<file path="src/source/l2c_pkg.sv">
package l2c_pkg;

    //////////////////////////////
    // Widths
    //////////////////////////////

    // Data word and word address
    localparam int word_w = 32;
    localparam int addr_w = 16;

    // Associativity
    localparam int ways = 4;

    // Four words per line
    localparam int offset_bits = 2;

    // Widest set index a fill can carry
    localparam int fill_set_w = 8;

    //////////////////////////////
    // Pipeline and fill records
    //////////////////////////////

    // Request as held in the lookup and compare stages
    typedef struct packed {
        logic              valid;
        logic [addr_w-1:0] addr;
    } l2c_req_t;

    // Returned word, hit clear when a refill was needed
    typedef struct packed {
        logic [word_w-1:0] data;
        logic              hit;
    } l2c_resp_t;

    // One refill word going into the arrays
    typedef struct packed {
        logic [1:0]             way;
        logic [fill_set_w-1:0]  set;
        logic [offset_bits-1:0] offset;
        logic [word_w-1:0]      data;
    } l2c_fill_t;

    //////////////////////////////
    // Controller states
    //////////////////////////////

    typedef enum logic [1:0] {
        st_lookup,
        st_fill_req,
        st_fill_wait,
        st_replay
    } l2c_state_e;

endpackage
</file>
<file path="src/source/l2c_ctrl.sv">
`timescale 1ns/1ps

module l2c_ctrl #(
    parameter int set_bits = 4,
    localparam int tag_w = l2c_pkg::addr_w - l2c_pkg::offset_bits - set_bits
) (
    input  logic                            clk,
    input  logic                            arst_n,
    input  logic                            req,
    input  logic [l2c_pkg::addr_w-1:0]      req_addr,
    output logic                            busy,
    output logic                            resp_valid,
    output l2c_pkg::l2c_resp_t              resp,
    output logic                            mem_req,
    output logic [l2c_pkg::addr_w-l2c_pkg::offset_bits-1:0] mem_addr,
    input  logic                            mem_rvalid,
    input  logic [l2c_pkg::word_w-1:0]      mem_rdata,
    output logic [set_bits-1:0]             rd_set,
    output logic [l2c_pkg::offset_bits-1:0] rd_offset,
    output logic [tag_w-1:0]                cmp_tag,
    input  logic [l2c_pkg::ways-1:0]        hit,
    input  logic [l2c_pkg::word_w-1:0]      rdata,
    input  logic [1:0]                      victim,
    output l2c_pkg::l2c_fill_t              fill,
    output logic                            fill_we,
    output logic                            fill_last,
    output logic [tag_w-1:0]                fill_tag,
    output logic                            touch,
    output logic [set_bits-1:0]             touch_set,
    output logic [1:0]                      touch_way
);

    import l2c_pkg::*;

    l2c_req_t               lk_q;
    l2c_req_t               cmp_q;
    l2c_state_e             state_q;
    logic [offset_bits-1:0] cnt_q;
    logic [1:0]             fill_way_q;
    logic [word_w-1:0]      miss_word_q;
    logic                   replay_q;
    logic                   hit_any;
    logic                   cmp_hit;
    logic                   miss;
    logic [1:0]             hit_way;
    logic [set_bits-1:0]    cmp_set;

    //////////////////////////////
    // Stage decode
    //////////////////////////////

    // Lookup stage addresses the RAMs
    assign rd_set    = lk_q.addr[offset_bits +: set_bits];
    assign rd_offset = lk_q.addr[offset_bits-1:0];
    assign cmp_tag   = lk_q.addr[addr_w-1 -: tag_w];

    assign cmp_set = cmp_q.addr[offset_bits +: set_bits];
    assign hit_any = |hit;
    assign cmp_hit = (state_q == st_lookup) && cmp_q.valid && hit_any;
    assign miss    = (state_q == st_lookup) && cmp_q.valid && !hit_any;

    // Miss raises busy in the compare cycle itself
    assign busy = (state_q != st_lookup) || miss || replay_q;

    always_comb begin
        hit_way = '0;
        for (int w = 0; w < ways; w++) begin
            if (hit[w]) begin
                hit_way = 2'(w);
            end
        end
    end

    //////////////////////////////
    // Refill and PLRU outputs
    //////////////////////////////

    assign mem_addr    = cmp_q.addr[addr_w-1:offset_bits];
    assign fill_we     = (state_q == st_fill_wait) && mem_rvalid;
    assign fill_last   = fill_we && (cnt_q == '1);
    assign fill_tag    = cmp_q.addr[addr_w-1 -: tag_w];
    assign fill.way    = fill_way_q;
    assign fill.set    = fill_set_w'(cmp_set);
    assign fill.offset = cnt_q;
    assign fill.data   = mem_rdata;

    assign touch     = cmp_hit || fill_last;
    assign touch_set = cmp_set;
    assign touch_way = fill_last ? fill_way_q : hit_way;

    //////////////////////////////
    // Pipeline and FSM
    //////////////////////////////

    always_ff @(posedge clk or negedge arst_n) begin
        if (!arst_n) begin
            state_q    <= st_lookup;
            lk_q       <= '0;
            cmp_q      <= '0;
            cnt_q      <= '0;
            fill_way_q <= '0;
            replay_q   <= 1'b0;
            resp_valid <= 1'b0;
            mem_req    <= 1'b0;
        end else begin
            resp_valid <= 1'b0;
            mem_req    <= 1'b0;
            replay_q   <= 1'b0;
            unique case (state_q)
                st_lookup: begin
                    if (miss) begin
                        // Both stages hold until the refill is done
                        fill_way_q <= victim;
                        state_q    <= st_fill_req;
                    end else begin
                        resp_valid <= cmp_q.valid;
                        cmp_q      <= lk_q;
                        lk_q       <= '{valid: req, addr: req_addr};
                    end
                end
                st_fill_req: begin
                    mem_req <= 1'b1;
                    cnt_q   <= '0;
                    state_q <= st_fill_wait;
                end
                st_fill_wait: begin
                    if (mem_rvalid) begin
                        cnt_q <= cnt_q + 1'b1;
                        if (cnt_q == '1) begin
                            state_q <= st_replay;
                        end
                    end
                end
                st_replay: begin
                    // Counter wrapped to 0 on the last fill word
                    cnt_q <= cnt_q + 1'b1;
                    if (cnt_q == 1) begin
                        resp_valid  <= 1'b1;
                        cmp_q.valid <= 1'b0;
                        if (!lk_q.valid) begin
                            state_q <= st_lookup;
                        end
                    end
                    if (cnt_q == 2) begin
                        // Stalled lookup re-enters compare
                        cmp_q      <= lk_q;
                        lk_q.valid <= 1'b0;
                        replay_q   <= 1'b1;
                        state_q    <= st_lookup;
                    end
                end
            endcase
        end
    end

    // Missed word and response payload
    always_ff @(posedge clk) begin
        if (fill_we && (cnt_q == cmp_q.addr[offset_bits-1:0])) begin
            miss_word_q <= mem_rdata;
        end
        if (state_q == st_lookup) begin
            resp <= '{data: rdata, hit: 1'b1};
        end else if (state_q == st_replay && cnt_q == 1) begin
            resp <= '{data: miss_word_q, hit: 1'b0};
        end
    end

endmodule

</file>
<file path="config.mk">
export PLATFORM = sky130hd
export DESIGN_NAME = l2c_ctrl
export DESIGN_NICKNAME = d
export VERILOG_FILES = /design/src/source/l2c_pkg.sv /design/src/source/l2c_ctrl.sv
export SDC_FILE = /design/constraint.sdc
export NUM_CORES = 1
export LEC_CHECK = 0
export ABC_AREA = 1
export BUFFER_PORTS_ARGS = -buffer_cell sky130_fd_sc_hd__buf_2
export CAP_MARGIN = 20
export CORE_AREA = 2 2 106 108
export CTS_CLUSTER_DIAMETER = 30
export CTS_CLUSTER_SIZE = 10
export DETAILED_ROUTE_END_ITERATION = 8
export DIE_AREA = 0 0 108 110
export PLACE_DENSITY = 0.8
export SLEW_MARGIN = 0
export SYNTH_ARGS = -nofsm -noshare
export SYNTH_HDL_FRONTEND = slang
export SYNTH_SLANG_ARGS = --single-unit
</file>
<file path="constraint.sdc">
create_clock -name clk -period 4.9 [get_ports clk]
set_input_delay 0.245 -clock clk [delete_from_list [all_inputs] [get_ports clk]]
set_output_delay 0.245 -clock clk [all_outputs]
set_load 0.02 [all_outputs]
</file>
## Yosys cells after proc, flatten, opt, wreduce, memory -nomap -nowiden

Cells that the tools add are included.
W data, S select, Z words.

| cells by class | value |
|---|---|
| equal/unequal tests | 14 |
| add/subtract/negate cells | 1 |
| bitwise gates (word level) | 1 |
| mux-type cells | 28 |
| reduce and logical (&&, ||, !) cells | 23 |

Operator list:

| cell | number |
|---|---|
| $mux W33 | 2 |
| $mux W17 | 3 |
| $pmux W17 S2 | 1 |
| $mux W2 | 10 |
| $eq A2 B2 Y1 const B | 4 |
| $mux W1 | 8 |
| $ne A2 B2 Y1 const B | 4 |
| $pmux W2 S4 | 1 |
| $logic_and A1 B1 Y1 | 7 |
| $ne A3 B3 Y1 const B | 2 |
| $pmux W2 S3 | 1 |
| $reduce_and A2 Y1 | 3 |
| $reduce_and A3 Y1 | 2 |
| $reduce_bool A2 Y1 | 3 |
| $reduce_and A5 Y1 | 1 |
| $eq A2 B1 Y1 const B | 2 |
| $pmux W1 S2 | 2 |
| $reduce_or A4 Y1 | 1 |
| $logic_or A1 B1 Y1 | 3 |
| $reduce_bool A3 Y1 | 1 |
| $add A2 B1 Y2 const B | 1 |
| $eq A2 B2 Y1 | 1 |
| $logic_not A2 Y1 | 1 |
| $ne A2 B1 Y1 const B | 1 |
| 2 further kinds | 2 |

| storage, ports and cells | value |
|---|---|
| output and inout port bits | 129 |
| input bits | 90 |
| word-level logic and storage cells | 80 |
| flip-flop bits (word level) | 108 |

## Depth between registers and ports, before layout

| logic depth | value |
|---|---|
| depth after elaboration | 5 |
| mapped depth | 11 |
| mapped depth without buffers | 9 |

## Worst setup path before layout

Ideal clock, no wire load.

| path | value |
|---|---|
| path type | reg-to-reg |
| start point | reg state_q[0] |
| end point | reg miss_word_q[0] (enable) |
| stages on the path, launching flop included | 5 |
| data required time | 4.439 ns |
| clock period less this slack | 3.487 ns |
| path buffers | 0 |
| setup time | 0.461 ns |
| path slack | 1.413 ns |
| data arrival time | 3.026 ns |
| cells stage by stage | dfrtp_1 inv_1 ha_1 nand2_1 nor3_1 |

| between the ends | value |
|---|---|
| cells in the longest elaborated chain, start to end | 3 |

Ends and longest elaborated chain:

| what | RTL line | source |
|---|---|---|
| start, declared | l2c_ctrl.sv:37 | `l2c_state_e state_q;` |
| start signal, assigned | l2c_ctrl.sv:97 | `state_q <= st_lookup;` |
| start signal, assigned | l2c_ctrl.sv:114 | `state_q <= st_fill_req;` |
| start signal, assigned | l2c_ctrl.sv:124 | `state_q <= st_fill_wait;` |
| $eq A2 B2 Y1 | l2c_ctrl.sv:79 | `assign fill_we = (state_q == st_fill_wait) && mem_rvalid;` |
| $logic_and A1 B1 Y1 | l2c_ctrl.sv:79 |  |
| $logic_and A1 B1 Y1 | l2c_ctrl.sv:158 | `if (fill_we && (cnt_q == cmp_q.addr[offset_bits-1:0])) begin` |
| end signal, assigned | l2c_ctrl.sv:159 | `miss_word_q <= mem_rdata;` |
| end, declared | l2c_ctrl.sv:40 | `logic [word_w-1:0] miss_word_q;` |

Every way passes these cells.
A chain may end at the register's enable or synchronous reset.

## Worst setup path after layout

| path | value |
|---|---|
| start point | reg state_q[1] |
| end point | out busy |

| between the ends | value |
|---|---|
| cells in the longest elaborated chain, start to end | 5 |
| elaborated cells between the ends (all ways) | 6 |
| those cells by class | reduce/logical: 6 |

Ends and longest elaborated chain:

| what | RTL line | source |
|---|---|---|
| $logic_not A2 Y1 | l2c_ctrl.sv:60 | `assign miss = (state_q == st_lookup) && cmp_q.valid && !hit_any;` |
| $logic_and A1 B1 Y1 (2 in series) | l2c_ctrl.sv:60 |  |
| $logic_or A1 B1 Y1 (*) (2 in series) | l2c_ctrl.sv:63 | `assign busy = (state_q != st_lookup) \|\| miss \|\| replay_q;` |
| end, declared | l2c_ctrl.sv:11 | `output logic busy,` |

Every way passes the cells marked *; elsewhere a longest branch is shown, timed or not.

==> metrics.cfg <==
[cells_and_area]
drive_above_1_share=0.4006
syn2layout_area_growth_pct=13.84
nets=717
finish.utilization=0.5418
stdcell_count=764
fin_area_um2=5796
diodes=0

[route]
wl_um=10860
drtIter0Drc=181
vias=3633
drcViolationCount=0
dr.pass1.iters=4
wl_per_cell_um=14.21
ant_nets=0
detail_route.vias_per_cell=4.755

[timing]
holdWs_ns=0.008828
final.min_clock_period_ns=3.188
setup_viol=0
tns_ns=0
finalHoldViolations=0
rsz0062_at_grt=false
fmax_mhz=313.7
setup_slack_ns=1.712
finalMaxSlewViolations=0
skew_ns=0.008480
tightest_slew_ns=1.012
final.period_utilization=0.6506
slew_headroom=0.3256

[yosys]
synth_most_common_cell=nand2_1
ys_top_cells_by_area=edfxtp_1 38%, dfrtp_1 21%, buf_4 13%
async_flop_share=0.3981
synth_seq_area_share=0.5928
synth_cells=493
synth-edff-count=64
synth_cell_type_count=28
synthFlopType=edfxtp_1
netlist_area_um2=5091
synth_seq_cells=108
synth_area_per_cell_um2=10.33
synthTopCellsByCount=162 x nand2_1, 88 x buf_4, 64 x edfxtp_1
yosys.area.top_type_share=0.3775
synth_top_area_cell=edfxtp_1
yosys_warnings=0

[floorplan]
die_h_um=110
start_util=0.4759
ios=219
die_w_um=108
core_um2=10700
design.die.area_um2=11880
row_count=38

[critical_path]
path_common_cell=nand2_2
required_ns=4.66
worstReg2RegEnd=resp[32]$_DFFE_PP_
max_stage_delay_ns=0.87
rrSetupSlack_ns=2.08
cp-startpoint=state_q[1]$_DFFE_PN0P_
arrival_ns=2.94
r2r-start=state_q[1]$_DFFE_PN0P_
path_class=reg2out
critPathBufInv=3
cp_top_family=simple AND/OR/NAND/NOR gates
rr_worst_depth=5
endpoint=busy
critPathMaxFanout=52
slowest_stage=ha_2
critical_path_depth=8
end_kind=primary output
start_kind=flip-flop
path_cells=inv_1 -> ha_2 -> nand2_2 -> inv_2 -> nand3_4 -> nand2_2 -> or2_1 -> buf_2

[clock_tree]
numCtsBuffers=9
clk_latency_ns=0.36
ctsHoldBuffers=0
root_buffer=clkbuf_8
clock_path_buffers=2
cts_tree=done
post_cts_resized=0
htree_levels=3
cts_num_sinks=108
postCtsSetupBuffers=0
cts.clk_slew.worst_paths_ns=0.10

[place]
placed_area_um2=5613
post-place-ws_ns=2.045
port_buffers=214
gp_congestion=0.8266
dp_hpwl_um=8263
dp_cells=748

[run]
drv_cap=0

[power]
finalPower_mw=3.880
peakVddDrop_mv=0.3007
power_density_nw_per_um2=669.5
leakagePower_nw=2.890

[run_status]
outcome=complete, no violations

[grt]
grt_max_degree=53
use_met3=0.03469
use_met2=0.3235
antenna_found_initial=0
busiest_layer=met2
grt_pass1_wl_um=15930
grtUsageMet1=0.2050
grt.overflow.total=0
globalRouteTotalUtil=0.1791
grt_pass1_vias=3343

[worst_hold_path]
hold_path_class=in2async

cells by family after synthesis:
family / share of synthesized area
compound gates: 0.06685
xor+xnor: 0.003441
fa+ha+maj: 0.01966
buf+inv: 0.1629
flops: 0.5928
other cells: 0.0007366
simple gates: 0.1536
worst min path at each step:
stage                                 to          start  slack (ns)
2_1_floorplan       cmp_q[0]$_DFFE_PN0P_         arst_n       -0.05
6_report            fill[34]$_DFFE_PN0P_         arst_n       0.009
4_1_cts             fill[34]$_DFFE_PN0P_         arst_n        0.04
3_5_place_dp        fill[34]$_DFFE_PN0P_         arst_n        0.44
3_3_place_gp        fill[34]$_DFFE_PN0P_         arst_n        0.43
5_1_grt        miss_word_q[29]$_DFFE_PP_  mem_rdata[29]        0.04
flip-flops by register name, summed over array words and instances (netlist names):
register / count
resp: 33
miss_word_q: 32
cmp_tag: 10
fill_tag: 10
fill: 4
rd_set: 4
cmp_q: 3
cnt_q: 2
fill_way_q: 2
rd_offset: 2
state_q: 2
lk_q: 1
mem_req: 1
replay_q: 1
resp_valid: 1
per-layer routing:
layer | up-vias | share of wire
met2 | 181 | 0.50
met1 | 1670 | 0.40
met5 | - | 0
li1 | 1765 | -
met4 | 0 | 0.021
met3 | 17 | 0.078
cell usage in the layout, fill, tap and decap left out, drive strengths merged, types with 4 or more instances in the layout:
cell	synthesis	layout
nand2	166	166
clkinv	1	6
ha	8	8
dfrtp	43	43
o21ai	57	57
clkbuf	4	10
conb	1	4
edfxtp	64	64
inv	16	16
nand3	20	20
buf	101	217
final cells by class:
class                   count  area [um^2]
fillers                   935         4902
flip-flops and latches    108         3018
multi-input cells         266         1262
repair buffers            217         1094
well taps                 140        175.2
clock buffers              10        127.6
inverters                  17        63.81
clock inverters             6        55.05
power by group:
group          internal, mW  switching, mW  leakage (nW)
Sequential             1.38          0.186          1.16
Combinational         0.540           1.25          1.64
Clock                 0.232          0.284        0.0928
Total                  2.16           1.72          2.89
No activity file was read; power rests on OpenSTA's default activity.
