## config.mk

```make
export PLATFORM = sky130hd
export DESIGN_NAME = l2c_replace
export DESIGN_NICKNAME = d
export VERILOG_FILES = /design/src/source/l2c_pkg.sv /design/src/source/l2c_replace.sv
export SDC_FILE = /design/constraint.sdc
export NUM_CORES = 1
export LEC_CHECK = 0
export CAP_MARGIN = 5
export CORE_MARGIN = 5
export CORE_UTILIZATION = 60
export CTS_CLUSTER_DIAMETER = 80
export DETAILED_ROUTE_END_ITERATION = 10
export DONT_BUFFER_PORTS = 1
export GPL_TIMING_DRIVEN = 0
export PLACE_DENSITY = 0.77
export SLEW_MARGIN = 5
export SYNTH_ARGS = -nofsm -noshare
export SYNTH_HDL_FRONTEND = slang
export SYNTH_SLANG_ARGS = --single-unit
```

## constraint.sdc

```tcl
create_clock -name clk -period 4 [get_ports clk]
set_input_delay 0.8 -clock clk [delete_from_list [all_inputs] [get_ports clk]]
set_output_delay 0.8 -clock clk [all_outputs]
set_load 0.02 [all_outputs]
```

## src/source/l2c_pkg.sv

```systemverilog
package l2c_pkg;

    //////////////////////////////
    // Widths
    //////////////////////////////

    // Data word and word address
    localparam int word_w = 32;
    localparam int addr_w = 16;

    // Associativity
    localparam int ways = 4;

    // Four words per line
    localparam int offset_bits = 2;

    // Widest set index a fill can carry
    localparam int fill_set_w = 8;

    //////////////////////////////
    // Pipeline and fill records
    //////////////////////////////

    // Request as held in the lookup and compare stages
    typedef struct packed {
        logic              valid;
        logic [addr_w-1:0] addr;
    } l2c_req_t;

    // Returned word, hit clear when a refill was needed
    typedef struct packed {
        logic [word_w-1:0] data;
        logic              hit;
    } l2c_resp_t;

    // One refill word going into the arrays
    typedef struct packed {
        logic [1:0]             way;
        logic [fill_set_w-1:0]  set;
        logic [offset_bits-1:0] offset;
        logic [word_w-1:0]      data;
    } l2c_fill_t;

    //////////////////////////////
    // Controller states
    //////////////////////////////

    typedef enum logic [1:0] {
        st_lookup,
        st_fill_req,
        st_fill_wait,
        st_replay
    } l2c_state_e;

endpackage
```

## src/source/l2c_replace.sv

```systemverilog
`timescale 1ns/1ps

module l2c_replace #(
    parameter int set_bits = 4
) (
    input  logic                     clk,
    input  logic                     arst_n,
    input  logic [set_bits-1:0]      set,
    input  logic [l2c_pkg::ways-1:0] valid,
    input  logic                     touch,
    input  logic [set_bits-1:0]      touch_set,
    input  logic [1:0]               touch_way,
    output logic [1:0]               victim
);

    import l2c_pkg::*;

    localparam int sets = 2**set_bits;

    // Bit 0 is the root, bit 1 covers ways 0/1, bit 2 covers ways 2/3
    logic [sets-1:0][2:0] plru_q;
    logic [2:0]           tree;
    logic [1:0]           tree_way;
    logic                 has_invalid;
    logic [1:0]           invalid_way;

    //////////////////////////////
    // Victim choice
    //////////////////////////////

    assign tree     = plru_q[set];
    assign tree_way = tree[0] ? {1'b1, tree[2]} : {1'b0, tree[1]};

    // Lowest invalid way wins
    always_comb begin
        has_invalid = 1'b0;
        invalid_way = '0;
        for (int w = ways - 1; w >= 0; w--) begin
            if (!valid[w]) begin
                has_invalid = 1'b1;
                invalid_way = 2'(w);
            end
        end
    end

    assign victim = has_invalid ? invalid_way : tree_way;

    //////////////////////////////
    // Tree update
    //////////////////////////////

    // Point both levels away from the touched way
    always_ff @(posedge clk or negedge arst_n) begin
        if (!arst_n) begin
            plru_q <= '0;
        end else if (touch) begin
            plru_q[touch_set][0] <= ~touch_way[1];
            if (touch_way[1]) begin
                plru_q[touch_set][2] <= ~touch_way[0];
            end else begin
                plru_q[touch_set][1] <= ~touch_way[0];
            end
        end
    end

endmodule

```

---- Yosys cells after proc, flatten, opt, wreduce, memory -nomap -nowiden ----
Cells that the tools add are included.
cells by class
  magnitude comparators ................... 3
  reductions and logical operators ........ 1
  bitwise logic cells ..................... 2
  multiplexer cells ....................... 22
operators by type and width
  operator              number
  $bwmux W48            3
  $mux W48              1
  $demux W3 S4          3
  $mux W2               7
  $bmux W3 S4           1
  $lt A4 B5 Y1 const B  2
  $mux W3               2
  $mux W1               5
  $ge A4 B1 Y1 const B  1
  $not A1 Y1            2
  $logic_and A1 B1 Y1   1
word-level totals
  output and inout bits ................... 2
  word-level logic and storage cells ...... 44
  bits in registers ....................... 48

---- Logic depth before layout (Yosys ltp) ----
Gate-level depths: netlist (run 1).
  word-level depth ........................ 7
  depth in mapped cells ................... 6

---- Least setup slack after synthesis (run 1) ----
No wires, ideal clock.
  path kind ............................... input to output
  start ................................... in set[0]
  end ..................................... out victim[0]
  buffers on the path ..................... 1
  cell stages on the path ................. 6
  arrival time ............................ 2.234 ns
  setup slack ............................. 0.966 ns
  data required time ...................... 3.200 ns
  cell sequence ........................... buf_6 mux4_2 mux2i_4 mux2i_1 o221ai_1 nor2_1
between the ends
  longest elaborated chain between the ends .. 4
ends and longest elaborated chain
  what                           RTL line           RTL
  start: declaration             l2c_replace.sv:8   input logic [set_bits-1:0] set,
  $bmux W3 S4                    l2c_replace.sv:31  assign tree = plru_q[set];
  $mux W3 (not written as such)  l2c_replace.sv:31
  $mux W2                        l2c_replace.sv:32  assign tree_way = tree[0] ? {1'b1, tree[2]} : {1'b0, tree[1]};
  $mux W2                        l2c_replace.sv:46  assign victim = has_invalid ? invalid_way : tree_way;
  end: declaration               l2c_replace.sv:13  output logic [1:0] victim
No other way between the ends. The select of a mux whose other input is x is not followed.

---- Final worst setup path (run 1) ----
Same ends and word-level chain as after synthesis.

==> results.cfg, run 1 <==
[outcome]
outcome = completed

[min_path]
min_path_type = input pin to async pin

[placement]
dp_hpwl_um = 3980
port_buffers = 0
place_congestion = 0.868

[global_route]
grt_pass1_vias = 1848
grt.busiest_layer = met2
gr-usage-met1_pct = 32.8
grt_util_met3_pct = 5.27
met2_usage_pct = 35.7
grt_max_degree = 49
grtUsageTotal_pct = 23.0
grt-ovfl-total = 0
grt_pass1_wl_um = 9340
antenna_found_initial = 0

[clock_network]
h-tree-depth = 2
post-cts-setup-buffers = 0
numCtsBuffers = 5
clk_path_buf_depth = 2
worstSkewPairLatency_ns = 0.30
cts_sinks = 48
cts_root_buf = clkbuf_8
clk_pin_slew_worst_paths_ns = 0.08
hold_buffers = 0
cts_tree = yes
cts_resized = 0

[synthesis]
syn_area_mm2 = 0.00249
syn-num-nets = 247
synthDistinctLibCells = 27
synth_flop_cell = dfrtp_1
synthCells = 230
synth_edf_count = 0
async_flop_share_pct = 100
ys.warnings.count = 0
synth_top_area_share_pct = 48.3
ys_seq_area_share_pct = 48.3
yosysTopAreaCell = dfrtp_1
ys_seq_elements = 48
post_synth.cell_area_avg_um2 = 10.8
yosys-top-cells-area = dfrtp_1 48%, mux4_1 6.3%, o21ai_0 5.4%, mux4_2 5.4%, o31ai_1 5.1%

[timing]
grt_setup_unrepaired = no
fin_skew_ns = 0
hold_viol_final = 0
maxSlewViolCount = 0
post-route-period-util_pct = 82.4
fmax_ghz = 0.303
setup_viol = 0
min_period_ns = 3.30
tns_ns = 0
tightest_slew_ns = 0.623
slew_headroom_pct = 58.3

[floorplan]
design.core.area_mm2 = 0.00400
boundaryPins = 19
fp.dieArea_mm2 = 0.00553
rows = 23
start_util_pct = 62.2
die_w_um = 74.4
die_h_um = 74.4

[routing]
drt-pass1-iter-count = 4
drc = 0
postRouteAntennaNets = 0
routed-via-count = 1845
via_per_inst = 6.43
totalWireLength_um = 5580
avgRoutedWirePerCell_um = 19.4
drt_iter0_drc = 179

[power_and_ir_drop]
p_clk_share_pct = 24.2
p_seq_share_pct = 55.6
combPwrFrac_pct = 20.2
ir_drop_v = 0.000346
p_per_area_mw_per_mm2 = 428
p_int_mw = 0.817
switchingPower_mw = 0.306
finalPower_mw = 1.12
p_leak_nw = 1.20
switching_share_pct = 27.3

[layout]
drive_above_1_share_pct = 8.86
layout_commonest_cell = dfrtp_1
largest-register = plru_q
largest_register_ffs = 48
nNetsFinal = 254
reg.largest.list = plru_q x48
layout-area-overhead-vs-synth_pct = 5.64
diodes = 0
fillers = 301
final_cell_mix = 48 x dfrtp_1, 27 x o21ai_0, 22 x nand2_1

[worst_setup_path]
worstSetupPathType = input pin to output port
crit_path_end_kind = output port
cp_max_fo = 10
regToRegSetupSlack_ns = 3.22
rr_startpoint = plru_q[33]
rr_worst_depth = 1
reg2reg_to = plru_q[33]
arrival_ns = 2.50
cp_data_required_time_ns = 3.20
startpoint_type = input pin

[run]
drv_cap = 0
==> worst max-delay path by stage <==
stage,startpoint,to,slack [ns],depth (start not counted)
finish,set[0],victim[0],0.70,6
detailed placement,set[0],victim[0],0.72,6
floorplan,set[0],victim[0],0.97,6
global placement,set[0],victim[0],0.72,6
CTS,set[0],victim[0],0.72,6
global route,set[0],victim[0],0.64,6
==> per-layer routing <==
| metal | vias to the layer above | wire length (um) |
|---|---|---|
| met2 | 74 | 2670 |
| met1 | 898 | 2420 |
| li1 | 863 | - |
| met5 | - | 0 |
| met3 | 10 | 366 |
| met4 | 0 | 116 |
==> critical path, stage by stage <==
cell,delay [ns]
buf_6,0.17
mux4_2,0.55
mux2i_4,0.21
mux2i_1,0.28
o221ai_1,0.15
nor2_1,0.33
==> Yosys cell counts (2+ instances only) <==
| cell | count |
|---|---|
| nand3_1 | 12 |
| nor2_1 | 21 |
| mux4_2 | 6 |
| mux2_2 | 3 |
| nor4_1 | 2 |
| dfrtp_1 | 48 |
| mux2i_1 | 9 |
| inv_1 | 4 |
| mux4_1 | 6 |
| buf_1 | 2 |
| a21o_1 | 16 |
| o21ai_0 | 27 |
| buf_6 | 2 |
| nor2b_1 | 2 |
| o31ai_1 | 17 |
| nand4_1 | 7 |
| clkbuf_1 | 13 |
| mux2i_4 | 2 |
| nor3_1 | 2 |
| nand2_1 | 22 |
==> layout make-up <==
| class | instances | area, um2 | share of cell area [%] |
|---|---|---|---|
| inverter | 5 | 18.8 | 0.715 |
| sequential | 48 | 1200 | 45.7 |
| buffer | 18 | 83.8 | 3.19 |
| clock inverter | 1 | 5.00 | 0.191 |
| clock buffer | 6 | 72.6 | 2.76 |
| multi-input combinational | 159 | 1180 | 45.0 |
| tap | 50 | 62.6 | 2.38 |
==> kinds of logic (layout without fill, tap and decap cells) <==
kind of cell           after synthesis  count (layout)  share of synthesized area (%)
multiplexers                        26              26                           18.6
flip-flops                          48              48                           48.3
AO/OA/AOI/OAI                       62              62                           16.0
AND/OR/NAND/NOR                     71              71                           13.0
buffers and inverters               23              30                           4.13
==> metrics by stage <==
stage | cells | utilization [%] | worst slack [ns] | hold slack, ns | instance area, um2
floorplan | 230 | - | 0.966 | 0.441 | 2490
global placement | 280 | 63.7 | 0.722 | 0.453 | 2550
detailed placement | 280 | 63.7 | 0.725 | 0.460 | 2550
CTS | 287 | 65.7 | 0.722 | 0.181 | 2630
global route | 287 | 65.7 | 0.639 | 0.164 | 2630
finish | 287 | 65.7 | 0.703 | 0.184 | 2630
==> power by group through the flow <==
stage / Combinational, mW / Clock (mW) / Sequential [mW]
floorplan: 0.189 / 0 / 0.616
global placement: 0.219 / 0 / 0.629
detailed placement: 0.228 / 0 / 0.634
CTS: 0.228 / 0.274 / 0.624
global route: 0.255 / 0.300 / 0.636
finish: 0.227 / 0.272 / 0.625
(Power assumes the default switching activity.)
==> run 2: changes to the inputs <==
- clock period: 4 -> 3.16 ns (I/O delays scaled with it)
==> run 2 against run 1 <==
Net effect:
- design area grew 1.5%
- sequential power increased by 27%
- flip-flop and latch count unchanged
- via count rose by 0.33%
- sequential share of layout area fell by 0.69 points
- non-clock buffer count is 3 higher
- final cell count up 1.0%
- global-route usage unchanged
- combinational power is 33% higher
- critical endpoint unchanged
- largest power group unchanged
==> results.cfg, run 2 (synthesis gave the netlist of run 1 again) <==
[clock_network]
clk_path_buf_depth = 2
clk_pin_slew_worst_paths_ns = 0.08
h-tree-depth = 2
cts_tree = yes
cts_root_buf = clkbuf_8
post-cts-setup-buffers = 0
numCtsBuffers = 5
worstSkewPairLatency_ns = 0.29
cts_sinks = 48

[placement]
dp_hpwl_um = 3980
place_congestion = 0.868
port_buffers = 0
place_inst = 280

[routing]
routed.top_layer = met4
postRouteAntennaNets = 0
drt_iter0_drc = 174
via_per_inst = 6.38
avgRoutedWirePerCell_um = 19.8
drc = 0
drt-pass1-iter-count = 4
routed-via-count = 1851
totalWireLength_um = 5750
wl_met2_um = 2710
drt-met1-wl_um = 2460
wl_met3_um = 437

[global_route]
antenna_found_initial = 0
grt_pass1_vias = 1848
grt_pass1_wl_um = 9340
grtUsageTotal_pct = 23.0
grt-ovfl-total = 0
grt_max_degree = 49

[floorplan]
boundaryPins = 19
start_util_pct = 62.2
die_h_um = 74.4
die_w_um = 74.4
rows = 23
fp.dieArea_mm2 = 0.00553
design.core.area_mm2 = 0.00400

[worst_setup_path]
arrival_ns = 2.34
reg2reg_to = plru_q[33]
regToRegSetupSlack_ns = 2.39
rr_worst_depth = 1
worstSetupPathType = input pin to output port
cp_data_required_time_ns = 2.53
rr_startpoint = plru_q[33]
crit_path_end_kind = output port
critPathCapture = victim[0]
critPathLaunch = set[0]
startpoint_type = input pin
cp_max_fo = 10

[layout]
largest_register_ffs = 48
diodes = 0
drive_above_1_share_pct = 9.17
reg.largest.list = plru_q x48
layout-area-overhead-vs-synth_pct = 7.25
final_cell_mix = 48 x dfrtp_1, 27 x o21ai_0, 22 x nand2_1
layout.cells.non_filler = 290
layout_commonest_cell = dfrtp_1
nNetsFinal = 257
largest-register = plru_q
fillers = 298

[timing]
setup_viol = 0
hold_viol_final = 0
min_period_ns = 2.97
grt_setup_unrepaired = no
maxSlewViolCount = 0
post-route-period-util_pct = 94.1
tightest_slew_ns = 0.623
fmax_ghz = 0.336
fin_skew_ns = 0
slew_headroom_pct = 58.3
tns_ns = 0

[min_path]
min_path_type = input pin to async pin

[power_and_ir_drop]
p_per_area_mw_per_mm2 = 539
ir_drop_v = 0.000437
p_leak_nw = 1.22

[outcome]
outcome = completed

[run]
drv_cap = 0
-- run 2: how the worst min path moves through the flow --
| stage | start | endpoint | slack (ns) | cells past startpoint |
|---|---|---|---|---|
| final | arst_n | plru_q[24] | 0.03 | 0 |
| after global routing | arst_n | plru_q[24] | 0.005 | 0 |
| after CTS | arst_n | plru_q[12] | 0.01 | 0 |
| after detailed placement | arst_n | plru_q[24] | 0.34 | 0 |
| after global placement | arst_n | plru_q[39] | 0.34 | 0 |
| after floorplan | arst_n | plru_q[0] | 0.34 | 0 |
-- run 2: power breakdown --
part | leakage, nW | internal [mW] | switching [mW]
registers | 0.610 | 0.732 | 0.0592
clock network | 0.0410 | 0.151 | 0.193
logic | 0.564 | 0.156 | 0.146
total | 1.22 | 1.04 | 0.398
-- run 2: critical path: stages --
cell and delay (ns):
buf_6 0.17, mux4_2 0.55, mux2i_4 0.21, mux2i_1 0.28, o221ai_1 0.15, nor2_1 0.33
-- run 2: cell type report --
class                      count  area, um2  share of cell area, %
tap                           50       62.6                   2.35
multi-input combinational    159       1180                   44.3
clock buffer                   6       72.6                   2.72
buffer                        18       83.8                   3.14
timing repair buffer           3       40.0                   1.50
inverter                       5       18.8                  0.704
sequential                    48       1200                   45.0
clock inverter                 1       5.00                  0.188
-- run 2: repair_timing --
item,4_1_cts,5_1_grt
endpoints found under the hold margin,0,26
gates resized for setup,0,0
hold buffers,0,3
-- run 2: routing by layer --
metal,track usage (%),vias up
met4,6.52,0
met5,0,-
li1,-,869
met2,35.7,83
met3,5.27,13
met1,32.8,886
-- run 2: per-stage QoR --
step / power [mW] / setup WS, ns / hold WS, ns / instance area [um2] / utilization [%]
after detailed placement: 1.09 / 0.221 / 0.338 / 2550 / 63.7
after global placement: 1.07 / 0.218 / 0.338 / 2550 / 63.7
after global routing: 1.52 / 0.135 / 0.00524 / 2670 / 66.7
final: 1.44 / 0.186 / 0.0268 / 2670 / 66.7
after floorplan: 1.02 / 0.462 / 0.336 / 2490 / -
after CTS: 1.43 / 0.218 / 0.0131 / 2630 / 65.7
