<file path="config.mk">
export PLATFORM = sky130hd
export DESIGN_NAME = l2c_tag_valid
export DESIGN_NICKNAME = d
export VERILOG_FILES = /design/src/source/l2c_pkg.sv /design/src/source/l2c_tag_valid.sv /design/src/source/l2c_bram.sv
export SDC_FILE = /design/constraint.sdc
export NUM_CORES = 1
export LEC_CHECK = 0
export BUFFER_PORTS_ARGS = -buffer_cell sky130_fd_sc_hd__buf_2
export CAP_MARGIN = 5
export CORE_MARGIN = 1
export CORE_UTILIZATION = 48
export DETAILED_ROUTE_END_ITERATION = 6
export HOLD_SLACK_MARGIN = 0.06
export PLACE_DENSITY = 0.74
export SYNTH_ARGS = -nofsm -noshare
export SYNTH_HDL_FRONTEND = slang
export SYNTH_HIERARCHICAL = 1
export SYNTH_SLANG_ARGS = --single-unit
</file>
<file path="constraint.sdc">
create_clock -name clk -period 2.8 [get_ports clk]
set_input_delay 0.56 -clock clk [delete_from_list [all_inputs] [get_ports clk]]
set_output_delay 0.56 -clock clk [all_outputs]
set_load 0.02 [all_outputs]
</file>
<file path="src/source/l2c_pkg.sv">
package l2c_pkg;

    //////////////////////////////
    // Widths
    //////////////////////////////

    // Data word and word address
    localparam int word_w = 32;
    localparam int addr_w = 16;

    // Associativity
    localparam int ways = 4;

    // Four words per line
    localparam int offset_bits = 2;

    // Widest set index a fill can carry
    localparam int fill_set_w = 8;

    //////////////////////////////
    // Pipeline and fill records
    //////////////////////////////

    // Request as held in the lookup and compare stages
    typedef struct packed {
        logic              valid;
        logic [addr_w-1:0] addr;
    } l2c_req_t;

    // Returned word, hit clear when a refill was needed
    typedef struct packed {
        logic [word_w-1:0] data;
        logic              hit;
    } l2c_resp_t;

    // One refill word going into the arrays
    typedef struct packed {
        logic [1:0]             way;
        logic [fill_set_w-1:0]  set;
        logic [offset_bits-1:0] offset;
        logic [word_w-1:0]      data;
    } l2c_fill_t;

    //////////////////////////////
    // Controller states
    //////////////////////////////

    typedef enum logic [1:0] {
        st_lookup,
        st_fill_req,
        st_fill_wait,
        st_replay
    } l2c_state_e;

endpackage
</file>
<file path="src/source/l2c_tag_valid.sv">
`timescale 1ns/1ps

module l2c_tag_valid #(
    parameter int set_bits = 4,
    localparam int tag_w = l2c_pkg::addr_w - l2c_pkg::offset_bits - set_bits
) (
    input  logic                     clk,
    input  logic                     arst_n,
    input  logic [set_bits-1:0]      rd_set,
    input  logic [tag_w-1:0]         cmp_tag,
    input  l2c_pkg::l2c_fill_t       fill,
    input  logic                     fill_last,
    input  logic [tag_w-1:0]         fill_tag,
    output logic [l2c_pkg::ways-1:0] hit,
    output logic [l2c_pkg::ways-1:0] valid
);

    import l2c_pkg::*;

    localparam int sets = 2**set_bits;

    logic [ways-1:0][sets-1:0] valid_q;
    logic [set_bits-1:0]       set_q;
    logic [tag_w-1:0]          tag_q;
    logic [tag_w-1:0]          tag_rd [ways];
    logic [set_bits-1:0]       wr_set;

    // Upper bits of the fill set are unused at this size
    assign wr_set = fill.set[set_bits-1:0];

    //////////////////////////////
    // Valid bits
    //////////////////////////////

    always_ff @(posedge clk or negedge arst_n) begin
        if (!arst_n) begin
            valid_q <= '0;
            set_q   <= '0;
        end else begin
            set_q <= rd_set;
            if (fill_last) begin
                valid_q[fill.way][wr_set] <= 1'b1;
            end
        end
    end

    // Compare tag follows the RAM read by one cycle
    always_ff @(posedge clk) begin
        tag_q <= cmp_tag;
    end

    //////////////////////////////
    // Tag RAMs and hit vector
    //////////////////////////////

    for (genvar w = 0; w < ways; w++) begin : g_way
        l2c_bram #(
            .data_w     (tag_w),
            .depth_bits (set_bits)
        ) tag_ram (
            .clk   (clk),
            .we    (fill_last && (fill.way == w)),
            .waddr (wr_set),
            .din   (fill_tag),
            .raddr (rd_set),
            .dout  (tag_rd[w])
        );

        // Valid read at the same registered set as the tag
        assign valid[w] = valid_q[w][set_q];
        assign hit[w]   = valid[w] && (tag_rd[w] == tag_q);
    end

endmodule

</file>
<file path="src/source/l2c_bram.sv">
`timescale 1ns/1ps

module l2c_bram #(
    parameter int data_w     = 32,
    parameter int depth_bits = 4
) (
    input  logic                  clk,
    input  logic                  we,
    input  logic [depth_bits-1:0] waddr,
    input  logic [data_w-1:0]     din,
    input  logic [depth_bits-1:0] raddr,
    output logic [data_w-1:0]     dout
);

    logic [data_w-1:0] mem [2**depth_bits];

    // Registered read, old data on a same-address collision
    always_ff @(posedge clk) begin
        if (we) begin
            mem[waddr] <= din;
        end
        dout <= mem[raddr];
    end

endmodule

</file>
; ---- Word-level counts from Yosys, hierarchy flattened
; Memories as Yosys holds them, arrays and structs flattened. A register that Yosys moved wholly into a read port is not among the register bits.
; Index checks and enable logic that the tools add are counted.
[totals]
regBits = 78
ram_bits = 640
n_memories = 4
wordCells = 54
inputBits = 71
output_inout_bits = 8
[op_classes]
n_reduce_logical = 11
eq_ne = 7
n_bitwise = 1
mux = 20
order_cmp = 5
[mem_list]
columns = name, words, width, read_ports, rd_clocked_by_memory_dff, wr, line
row1 = g_way[0].tag_ram.mem, 16, 10, 1, 1, 1, l2c_bram.sv:15  ; logic [data_w-1:0] mem [2**depth_bits];
row2 = g_way[1].tag_ram.mem, 16, 10, 1, 1, 1, l2c_bram.sv:15
row3 = g_way[2].tag_ram.mem, 16, 10, 1, 1, 1, l2c_bram.sv:15
row4 = g_way[3].tag_ram.mem, 16, 10, 1, 1, 1, l2c_bram.sv:15
[op_table]
columns = cell, count
row1 = $or 64x64->64, 1
row2 = $eq 10x10->1, 4
row3 = $demux 16 s2, 1
row4 = $bmux 1 s4, 4
row5 = $mux 16, 1
row6 = $mux 1, 13
row7 = $logic_and 1x1->1, 10
row8 = $lt 4x5->1 const B, 2
row9 = $demux 1 s4, 1
row10 = $eq 2x2->1 const B, 2
row11 = $ge 4x1->1 const B, 1
row12 = $lt 2x3->1 const B, 1
row13 = $eq 2x1->1 const B, 1
row14 = $ge 2x1->1 const B, 1
row15 = $logic_not 2->1, 1

; ---- Depth between registers and ports, before layout
[logic_depth]
ltp_word = 7
ltp_mapped = 7
mapped_depth_nobuf = 5

; ---- By module
; The synthesis kept the hierarchy.
[modules_own_cells]
columns = module, instances, area_each_um2, seq_area_each_um2, cells_each
row1 = l2c_bram, 4, 6353.6, 5004.8, 279
row2 = l2c_tag_valid, 1, 3559.7, 1901.8, 277

; ---- Worst setup path before layout
; No wires, ideal clock.
[synth_timing]
path_kind = input to register
start = in fill[43] (netlist name)
end = mem g_way[0].tag_ram/mem[0][0] (netlist name), enable pin
stages = 6
n_path_buf = 2
required_ps = 2410
arrival_time_ps = 2598
path_slack_ps = -187
path_cell_list = or3b_2 > clkbuf_1 > inv_1 > buf_2 > or3b_1 > nor3_1
[synth_between]
elab_chain_len = 4
[synth_lines]
columns = element, line
row1 = start: declaration, l2c_tag_valid.sv:11  ; input l2c_pkg::l2c_fill_t fill,
row2 = $logic_not 2->1, l2c_tag_valid.sv:62  ; .we (fill_last && (fill.way == w)),
row3 = $logic_and 1x1->1, l2c_tag_valid.sv:62
row4 = $mux 1, l2c_bram.sv:19  ; if (we) begin
row5 = $mux 1 (implied by the code), l2c_bram.sv:20  ; mem[waddr] <= din;
row6 = end: declaration, l2c_bram.sv:15
; Every way passes these cells.

; ---- Worst setup path in the final report
[layout_timing]
start = reg set_q[0]
end = out hit[2] (netlist name)
[layout_between]
elab_chain_len = 3
[layout_lines]
columns = element, line
row1 = start: declaration, l2c_tag_valid.sv:23  ; logic [set_bits-1:0] set_q;
row2 = start signal: assignment, l2c_tag_valid.sv:40  ; set_q <= rd_set;
row3 = $bmux 1 s4, l2c_tag_valid.sv:70  ; assign valid[w] = valid_q[w][set_q];
row4 = $mux 1 (implied by the code), l2c_tag_valid.sv:70
row5 = $logic_and 1x1->1, l2c_tag_valid.sv:71  ; assign hit[w] = valid[w] && (tag_rd[w] == tag_q);
row6 = end: declaration, l2c_tag_valid.sv:14  ; output logic [l2c_pkg::ways-1:0] hit,
; Every way passes these cells. The select of a mux whose other input is x is not followed.

==> run_summary.xml <==
<?xml version="1.0" encoding="UTF-8"?>
<metrics>
  <group name="outcome">
    <metric name="outcome" unit="">complete, but fails checks</metric>
    <metric name="violations" unit="">DRC, setup timing</metric>
  </group>
  <group name="setup_path">
    <metric name="path_cells" unit="">buf_4 -&gt; mux4_2 -&gt; a22oi_2 -&gt; nand3_4 -&gt; and3_4 -&gt; buf_2</metric>
    <metric name="critical_path_peak_fanout" unit="">5</metric>
    <metric name="crit_path_top_delay_cell" unit="">mux4_2</metric>
    <metric name="cp_data_arrival_time" unit="ns">2.43</metric>
    <metric name="critical_path.max_stage_delay" unit="ns">0.52</metric>
    <metric name="cp.required" unit="ns">2.24</metric>
    <metric name="timing.rr.start" unit="">g_way[3].tag_ram/mem[9][6]</metric>
    <metric name="cp-start-kind" unit="">flop</metric>
    <metric name="setup.worst_path.start" unit="">set_q[0]</metric>
    <metric name="classification_of_the_worst_setup_path" unit="">flop to primary output</metric>
    <metric name="timing.reg2reg.worst_path_depth" unit="">3</metric>
    <metric name="worstSetupEndpointType" unit="">primary output</metric>
  </group>
  <group name="routing">
    <metric name="wl" unit="µm">62200</metric>
    <metric name="routed_wire_length_per_instance" unit="µm">25.7</metric>
    <metric name="post-route-drc-count" unit="">2</metric>
    <metric name="dr_total_vias" unit="">14400</metric>
    <metric name="drt-vias-per-instance" unit="">5.94</metric>
    <metric name="detail_route.iter0.violations" unit="">1396</metric>
    <metric name="ant_nets" unit="">0</metric>
    <metric name="drtPass1Iterations" unit="">7</metric>
  </group>
  <group name="timing">
    <metric name="relSlewSlack" unit="%">33.3</metric>
    <metric name="timing_hold_violations_final" unit="">0</metric>
    <metric name="setup_repair_after_global_routing_missed_its_margin" unit="">true</metric>
    <metric name="finalCriticalPeriod" unit="ns">2.99</metric>
    <metric name="worstMarginPinSlew" unit="ns">1.00</metric>
    <metric name="timing.clock.skew" unit="ns">0.0225</metric>
    <metric name="final.period_utilization" unit="%">107</metric>
    <metric name="finalSetupViolCount" unit="">6</metric>
    <metric name="slew_viol_final" unit="">0</metric>
    <metric name="final.setup.tns" unit="ns">-0.755</metric>
    <metric name="final_worst_path_setup_slack" unit="ns">-0.190</metric>
    <metric name="timing.hold.ws" unit="ns">0.106</metric>
    <metric name="max_clock_freq" unit="MHz">334</metric>
  </group>
  <group name="global_routing">
    <metric name="global_route.usage.met3" unit="%">4.02</metric>
    <metric name="grt_max_degree" unit="">69</metric>
    <metric name="grt.busiest_layer" unit="">met2</metric>
    <metric name="antenna_found_initial" unit="">2</metric>
    <metric name="gr-usage-met1" unit="%">28.7</metric>
    <metric name="grt_remaining_overflow" unit="">0</metric>
    <metric name="first_global_vias" unit="">15100</metric>
    <metric name="track_usage" unit="%">20.9</metric>
    <metric name="grt.met2_usage" unit="%">33.6</metric>
    <metric name="global_route_wire_length_before_repair" unit="µm">93200</metric>
  </group>
  <group name="min_path">
    <metric name="min_path_cells" unit="">1</metric>
    <metric name="worst_hold_path_type" unit="">primary input to flop</metric>
    <metric name="min-delay-start" unit="">cmp_tag[7]</metric>
  </group>
  <group name="synthesis">
    <metric name="netlist_area" unit="mm²">0.0290</metric>
    <metric name="edff_count_synth" unit="">640</metric>
    <metric name="syn_nets" unit="">1464</metric>
    <metric name="synthesis.area_per_instance" unit="µm²">20.8</metric>
    <metric name="synth_top_cells_by_area" unit="">edfxtp_1, mux4_2, dfrtp_1</metric>
    <metric name="post-synth-top-area-fraction" unit="%">66.3</metric>
    <metric name="synth_flop_cell" unit="">edfxtp_1</metric>
    <metric name="async_set_or_reset_register_ratio_after_synthesis" unit="%">8.97</metric>
    <metric name="synth.ff_latch_count" unit="">758</metric>
    <metric name="synthDistinctLibCells" unit="">32</metric>
    <metric name="post_synth_inst_count" unit="">1393</metric>
    <metric name="post-synth-top-area-cell" unit="">edfxtp_1</metric>
    <metric name="yosysSeqAreaShare" unit="%">75.7</metric>
    <metric name="synth_warnings" unit="">6</metric>
  </group>
  <group name="placement">
    <metric name="buffer_ports.inserted" unit="">40</metric>
    <metric name="globalplace.congestion" unit="">0.813</metric>
    <metric name="dp.final_hpwl" unit="µm">38400</metric>
    <metric name="placed_cells" unit="">2270</metric>
    <metric name="dp_worst_setup_slack" unit="ns">0.197</metric>
  </group>
  <group name="final_layout">
    <metric name="finalNonFillerCells" unit="">2417</metric>
    <metric name="mostFrequentLayoutCell" unit="">edfxtp_1</metric>
    <metric name="num-nets-final" unit="">1657</metric>
    <metric name="final_cell_mix" unit="">edfxtp_1, mux4_2, buf_4</metric>
    <metric name="drive_above_1_share" unit="%">25.7</metric>
    <metric name="area_grow_syn2layout" unit="%">15.3</metric>
    <metric name="num_antenna_cells" unit="">0</metric>
  </group>
  <group name="power">
    <metric name="fin_total_pwr" unit="W">0.0238</metric>
    <metric name="swShare" unit="%">20.9</metric>
    <metric name="cell_internal_power" unit="W">0.0188</metric>
    <metric name="powerDensity" unit="mW/mm²">712</metric>
    <metric name="p_seq_share" unit="%">53.5</metric>
    <metric name="combPwrFrac" unit="%">6.2</metric>
    <metric name="total_switching_power" unit="W">0.00498</metric>
    <metric name="clockPowerShare" unit="%">40.3</metric>
    <metric name="leakage" unit="nW">11.7</metric>
    <metric name="ir_drop" unit="mV">0.552</metric>
  </group>
  <group name="cts">
    <metric name="tritoncts" unit="">built</metric>
    <metric name="cts.sinks" unit="">758</metric>
    <metric name="clockBufferDepth" unit="">3</metric>
    <metric name="cts-root-buf" unit="">clkbuf_16</metric>
    <metric name="worstSkewPairLatency" unit="ns">0.60</metric>
    <metric name="num_cts_buffers" unit="">74</metric>
    <metric name="htreeDepth" unit="">3</metric>
    <metric name="cts.clk_slew.worst_paths" unit="ns">0.06</metric>
  </group>
  <group name="floorplan">
    <metric name="dieWidth" unit="µm">248</metric>
    <metric name="fp.dieArea" unit="mm²">0.0613</metric>
    <metric name="initial_standard_cell_utilization_of_the_core" unit="%">48.8</metric>
    <metric name="io-pin-count" unit="">79</metric>
    <metric name="placement_rows" unit="">89</metric>
    <metric name="core-area" unit="mm²">0.0594</metric>
    <metric name="die_height" unit="µm">248</metric>
  </group>
  <group name="flow_run">
    <metric name="maxCapViolCount" unit="">0</metric>
  </group>
</metrics>
-- metal layers --
layer  routed length, µm  vias to the layer above  part of all wire (%)
met5                  13                        -                 0.021
met3                4700                      121                   7.5
li1                    -                     6129                     -
met2               30300                      593                    49
met1               25400                     7511                    41
met4                1820                        2                   2.9
-- synth_stat cells (5+ instances only) --
library cell	number
dfrtp_1	68
a21o_1	44
nand3b_1	9
nor2b_1	10
o21bai_1	20
buf_2	5
nor4_1	5
a22oi_1	83
clkbuf_1	16
mux4_2	119
buf_1	20
xnor2_1	16
buf_4	8
edfxtp_1	640
nand2b_1	12
nand2_1	50
nand3_1	11
dfxtp_1	50
nand4_1	5
nor2_1	57
buf_6	5
xor2_1	24
nor3_1	26
buf_8	8
mux4_1	57
or2_2	5
-- repair_timing --
action | in CTS | in global routing
setup endpoints to repair | 8 | 7
endpoints found under the hold margin | 73 | 0
pin swaps | 4 | 2
hold buffers | 6 | 0
resized for setup | 31 | 2
setup buffers | 5 | 1
gates cloned | 1 | 0
-- cell families (layout without fill, tap and decap cells) --
family | after synthesis | in the layout | synth area share, %
flops | 758 | 758 | 75.7
simple gates | 203 | 203 | 3.38
mux | 179 | 179 | 14.5
compound gates | 147 | 147 | 3.81
buf+inv | 66 | 317 | 1.42
xor+xnor | 40 | 40 | 1.21
-- power by group through the flow --
| stage | Combinational, W | Clock (W) | Sequential (W) |
|---|---|---|---|
| final | 0.00147 | 0.00958 | 0.0127 |
| after global routing | 0.00157 | 0.0102 | 0.0128 |
| after CTS | 0.00147 | 0.00973 | 0.0127 |
| after detailed placement | 0.00141 | 0 | 0.0130 |
| after global placement | 0.00137 | 0 | 0.0129 |
| after floorplan | 0.000845 | 0 | 0.0129 |
-- registers in the layout, summed over array words and instances (netlist names) --
| register | cells |
|---|---|
| g_way.tag_ram/mem | 640 |
| set_q | 4 |
| tag_q | 10 |
| g_way.tag_ram/dout | 40 |
| valid_q | 64 |
-- critical path, delay by kind of cell, from the launching register on --
family / cells / cell delay [ns]
multiplexers: 1 / 0.52
AND/OR/NAND/NOR: 2 / 0.33
buffers and inverters: 2 / 0.31
flip-flops: 1 / 0.45
AO/OA/AOI/OAI: 1 / 0.23
-- stage by stage --
| stage | util [%] | area [µm²] |
|---|---|---|
| 6_report | 56.3 | 33400 |
| 5_1_grt | 56.3 | 33400 |
| 4_1_cts | 56.3 | 33400 |
| 3_5_place_dp | 52.0 | 30900 |
| 3_3_place_gp | 52.0 | 30900 |
| 2_1_floorplan | - | 29000 |
-- cell type report --
class                      instances  area [µm²]
clock buffer                     102        2090
fill                            4227       25900
timing repair buffer             179        1480
inverter                           4        15.0
clock inverter                    32         254
sequential                       758       21900
tap                              773         967
multi-input combinational        569        6680
-- worst paths after layout --
check | endpoint | slack (ns)
max in group asynchronous | set_q[0] | 1.97
worst max register to register | g_way[3].tag_ram/dout[6] | 1.28
worst max-delay path | hit[2] | -0.19
min in group asynchronous | valid_q[63] | 0.53
worst min register to register | valid_q[60] | 0.45
worst min-delay path | tag_q[7] | 0.11
Power figures use the tool's default switching activity.
